## src/logic/valu_types_pkg.sv

```systemverilog
`default_nettype none

package valu_types_pkg;

    // Default widths that module parameters override per instance
    parameter int DATA_W = 64;
    parameter int ADDR_W = 32;
    parameter int BE_W   = DATA_W / 8;

    // Element width with lanes of 8 << sew bits
    typedef enum logic [1:0] {
        SEW8  = 2'd0,
        SEW16 = 2'd1,
        SEW32 = 2'd2,
        SEW64 = 2'd3
    } sew_e;

    typedef logic [DATA_W-1:0] vword_t;   // One operand or result word
    typedef logic [BE_W-1:0]   bemask_t;  // One bit per byte

endpackage

`default_nettype wire
```

## src/logic/valu_op_pkg.sv

```systemverilog
`default_nettype none

package valu_op_pkg;

    import valu_types_pkg::*;

    typedef enum logic [3:0] {
        OP_ADD,
        OP_SUB,
        OP_MINU,
        OP_MIN,
        OP_MAXU,
        OP_MAX,
        OP_AND,
        OP_OR,
        OP_XOR,
        OP_MERGE,
        OP_REDSUM,
        OP_REDMIN,
        OP_REDMAX
    } op_e;

    // Element-wise function codes
    localparam logic [5:0] FUNC_ADD   = 6'd0;
    localparam logic [5:0] FUNC_SUB   = 6'd2;
    localparam logic [5:0] FUNC_MINU  = 6'd4;
    localparam logic [5:0] FUNC_MIN   = 6'd5;
    localparam logic [5:0] FUNC_MAXU  = 6'd6;
    localparam logic [5:0] FUNC_MAX   = 6'd7;
    localparam logic [5:0] FUNC_AND   = 6'd9;
    localparam logic [5:0] FUNC_OR    = 6'd10;
    localparam logic [5:0] FUNC_XOR   = 6'd11;
    localparam logic [5:0] FUNC_MERGE = 6'd23;

    // Reduction codes under OPMNR_RED
    localparam logic [5:0] FUNC_REDSUM = 6'd0;
    localparam logic [5:0] FUNC_REDMIN = 6'd5;
    localparam logic [5:0] FUNC_REDMAX = 6'd7;

    localparam logic [2:0] OPMNR_RED = 3'd2;

    typedef struct packed {
        logic valid;
        op_e  op;
        sew_e sew;
        logic start;
        logic last;   // End of register group
    } dec_op_t;

endpackage

`default_nettype wire

```

## src/logic/valu_bitwise_unit.sv

```systemverilog
`timescale 1ns/1ps
`default_nettype none

module valu_bitwise_unit import valu_types_pkg::*; import valu_op_pkg::*; #(
    parameter int DATA_W = valu_types_pkg::DATA_W,
    parameter int ADDR_W = valu_types_pkg::ADDR_W
) (
    input  wire               clk,
    input  wire               rst,
    input  wire dec_op_t      dec_op,
    input  wire vword_t       op_data0,
    input  wire vword_t       op_data1,
    input  wire bemask_t      op_be,
    input  wire [ADDR_W-1:0]  op_addr,
    output logic              bit_valid,
    output vword_t            bit_data,
    output logic [ADDR_W-1:0] bit_addr,
    output logic              bit_start,
    output logic              bit_end
);

    vword_t merged;
    vword_t res;
    logic   is_bit;

    assign is_bit = dec_op.valid && (dec_op.op inside {OP_AND, OP_OR, OP_XOR, OP_MERGE});

    always_comb begin
        for (int i = 0; i < DATA_W / 8; i++) begin
            merged[i*8 +: 8] = op_be[i] ? op_data0[i*8 +: 8] : op_data1[i*8 +: 8];
        end
        case (dec_op.op)
            OP_AND:   res = op_data0 & op_data1;
            OP_OR:    res = op_data0 | op_data1;
            OP_XOR:   res = op_data0 ^ op_data1;
            OP_MERGE: res = merged;
            default:  res = '0;
        endcase
    end

    always_ff @(posedge clk) begin
        if (rst) begin
            bit_valid <= 1'b0;
            bit_start <= 1'b0;
            bit_end   <= 1'b0;
        end else begin
            bit_valid <= is_bit;
            bit_start <= is_bit & dec_op.start;
            bit_end   <= is_bit & dec_op.last;
        end
    end

    always_ff @(posedge clk) begin
        bit_data <= is_bit ? res : '0;
        bit_addr <= is_bit ? op_addr : '0;
    end

endmodule

`default_nettype wire

```

## config.mk

```make
export PLATFORM = sky130hd
export DESIGN_NAME = valu_bitwise_unit
export DESIGN_NICKNAME = d
export VERILOG_FILES = /design/src/logic/valu_types_pkg.sv /design/src/logic/valu_op_pkg.sv /design/src/logic/valu_bitwise_unit.sv
export SDC_FILE = /design/constraint.sdc
export NUM_CORES = 1
export LEC_CHECK = 0
export BUFFER_PORTS_ARGS = -buffer_cell sky130_fd_sc_hd__buf_2
export CORE_ASPECT_RATIO = 0.8
export CORE_MARGIN = 10
export CORE_UTILIZATION = 54
export DETAILED_ROUTE_END_ITERATION = 12
export PLACE_DENSITY_LB_ADDON = 0.2
export SYNTH_ARGS = -nofsm -noshare
export SYNTH_HDL_FRONTEND = slang
export SYNTH_SLANG_ARGS = --single-unit
```

## constraint.sdc

```tcl
create_clock -name clk -period 1.7 [get_ports clk]
set_clock_uncertainty 0.1 [all_clocks]
set_input_delay 0.17 -clock clk [delete_from_list [all_inputs] [get_ports clk]]
set_output_delay 0.17 -clock clk [all_outputs]
set_load 0.05 [all_outputs]
```

==> flow_metrics.env <==
export IMPL_status="finished clean"
export IMPL_met1_length_um=8390
export IMPL_p_seq_share_pct=40.3
export IMPL_synth_flop_cell="dfxtp_1"
export IMPL_wl_met2_um=10000
export IMPL_synth_edff_count=0
export IMPL_route_detailed_drc=0
export IMPL_combPwrFrac_pct=21.2
export IMPL_boundaryPins=278
export IMPL_area_delta_synth_final_pct=30.5
export IMPL_design_area_sq_mm=0.00918
export IMPL_fin_setup_tns_ps=0
export IMPL_grt_pass1_wl_um=33500
export IMPL_drt_iter0_drc=241
export IMPL_grt_total_usage_pct=22.8
export IMPL_synth_cell_types=26
export IMPL_core_area_sq_mm=0.0128
export IMPL_placed_area_sq_mm=0.00849
export IMPL_slowest_delay_ps=350
export IMPL_avgRoutedWirePerCell_um=16.3
export IMPL_drv_cap=0
export IMPL_p_leak_nw=4.71
export IMPL_cts_tree="yes"
export IMPL_ys_ff_latch=99
export IMPL_vdd_drop_max_mv=0.565
export IMPL_port_buffers=275
export IMPL_syn_area_sq_mm=0.00704
export IMPL_rsz0062_at_grt="no"
export IMPL_slew_viol_final=0
export IMPL_wl_met3_um=2280
export IMPL_syn_inst=839
export IMPL_first_pass_iters=5
export IMPL_syn_avg_cell_area_sq_um=8.39
export IMPL_crit_family="flip-flops"
export IMPL_powerDensity_mw_per_mm2=642
export IMPL_critPathKind="reg -> out"
export IMPL_start_kind="register"
export IMPL_total_power_mw=5.90
export IMPL_start_util_pct=54.9
export IMPL_slowest_stage="dfxtp_1"
export IMPL_yosysMostFrequentCell="nand2_1"
export IMPL_die_y_um=122
export IMPL_die_area_sq_mm=0.0180
export IMPL_ant_nets=0
export IMPL_max_slew_margin_pct=71.5
export IMPL_power_switching_share_pct=30.4
export IMPL_hpwlAfterDp_um=15100
export IMPL_worstMarginPinSlew_ps=427
export IMPL_ys_seq_area_share_pct=28.2
export IMPL_path_cells="buf_2"
export IMPL_hold_violations=0
export IMPL_cts_root_buffer="clkbuf_16"
export IMPL_yosys_area_top_type_share_pct=28.2
export IMPL_hold_path_class="in -> reg"
export IMPL_die_w_um=148
export IMPL_yosysWarnings=0
export IMPL_htreeDepth=3
export IMPL_async_flop_share_pct=0
export IMPL_yosysTopAreaCell="dfxtp_1"
export IMPL_post_drt_via_cell_ratio=5.11
export IMPL_nets=1425
export IMPL_gp_congestion=0.851
export IMPL_period_needed_ps=1260
export IMPL_pwr_share_clk_pct=38.5
export IMPL_cts_buffer_depth=2
export IMPL_crit_arrival_ps=990
export IMPL_synth_common_cells="nand2_1, ha_1, inv_1"
export IMPL_crit_fanout=1
export IMPL_intPower_mw=4.10
export IMPL_cts_buffers=9
export IMPL_period_share_pct=74.2
export IMPL_grt_overflow=0
export IMPL_rows=37
export IMPL_grt_pass1_vias=6569
export IMPL_grt_max_degree=85
export IMPL_top_layer="met5"
export IMPL_vias=6642
export IMPL_end_kind="output port"
export IMPL_fin_ws_ps=439
export IMPL_drt_wl_total_um=21200
export IMPL_antenna_found_initial=5
export IMPL_drive_gt1_share_pct=33.0
export IMPL_hold_slack_ps=130
export IMPL_cts_sinks=99
export IMPL_timing_fmax_ghz=0.793
export IMPL_place_ws_ps=227
export IMPL_synthTopCellsByArea="dfxtp_1, ha_1, mux2_2"
export IMPL_worstPathRequired_ps=1430
export IMPL_switchingPower_mw=1.79
export IMPL_path_clk_slew_ps=80
export IMPL_synth_net_count=1146
export IMPL_path_buf_inv=1
export IMPL_setup_viol=0
[final timing paths]
kind	startpoint	to	slack, ps	cells after the start
setup / recovery	bit_data[49]$_SDFF_PN0_	bit_data[49]	440	1
hold / removal	op_data1[56]	bit_data[56]$_SDFF_PN0_	130	4
[registers in the layout, summed over array words and instances, names as in the netlist]
signal and cells:
bit_valid 1, bit_start 1, bit_end 1, bit_data 64
bit_addr 32
[cell families after synthesis]
| kind of cell | Yosys count | share of synthesized area, % |
|---|---|---|
| AOI/OAI and AO/OA | 132 | 12.6 |
| muxes | 64 | 10.2 |
| adders and majority gates | 128 | 22.8 |
| and+or+nand+nor | 235 | 14.8 |
| buffers and inverters | 181 | 11.3 |
| DFF | 99 | 28.2 |
[metal layers]
layer	vias to the layer above	GRT usage, %
met5	-	0
met4	4	7.54
met3	40	10.1
met2	253	38.1
met1	3037	25.7
li1	3308	-
[cell usage in the layout, fill, tap and decap left out]
master	netlist	routed
buf_2	15	274
nand2_1	180	180
inv_1	128	128
ha_1	128	128
dfxtp_1	99	99
mux2_2	64	64
a31oi_1	62	62
o211ai_1	56	56
dlygate4sd3_1	0	35
and2_1	32	32
nor2b_1	16	16
clkbuf_16	0	9
o21ai_0	8	8
buf_4	11	6
buf_12	0	6
diode_2	0	3
clkinv_8	0	3
a22oi_1	2	2
a21oi_1	2	2
nor3b_1	2	2
and3b_2	1	1
and4bb_2	1	1
nor4b_4	0	1
nor3b_2	1	1
o21ai_4	0	1
o21a_1	1	1
nor2_1	1	1
bufinv_16	0	1
clkinv_4	0	1
inv_8	0	1
inv_6	0	1
[power groups by stage]
| stage | logic [mW] | registers [mW] | clock network, mW |
|---|---|---|---|
| 6_report | 1.25 | 2.37 | 2.27 |
| 5_1_grt | 1.41 | 2.38 | 2.37 |
| 4_1_cts | 1.25 | 2.37 | 2.31 |
| 3_5_place_dp | 1.18 | 2.43 | 0 |
| 3_3_place_gp | 1.14 | 2.43 | 0 |
| 2_1_floorplan | 0.578 | 2.59 | 0 |
[timing repair]
| action | in CTS | in global routing |
|---|---|---|
| endpoints found under the hold margin | 35 | 0 |
| setup buffers | 0 | 0 |
| hold buffers | 35 | 0 |
| resized for setup | 0 | 0 |
[worst min-delay path: stages]
cell,delay [ps]
buf_2,100
mux2_2,140
nand2_1,40
a31oi_1,110
[through the flow]
step                cells  util [%]
floorplan             839         -
global placement     1247      66.2
detailed placement   1247      66.2
CTS                  1298      71.5
global route         1300      71.6
finish               1301      71.6
[cell type report]
class                      count  area (sq um)
inverter                     128           480
fill                        1009          3640
clock inverter                 7           108
timing repair buffer         321          1890
clock buffer                   9           225
antenna                        3          7.51
multi-input combinational    559          4270
sequential                    99          1980
tap                          175           219
(Power assumes the default switching activity.)
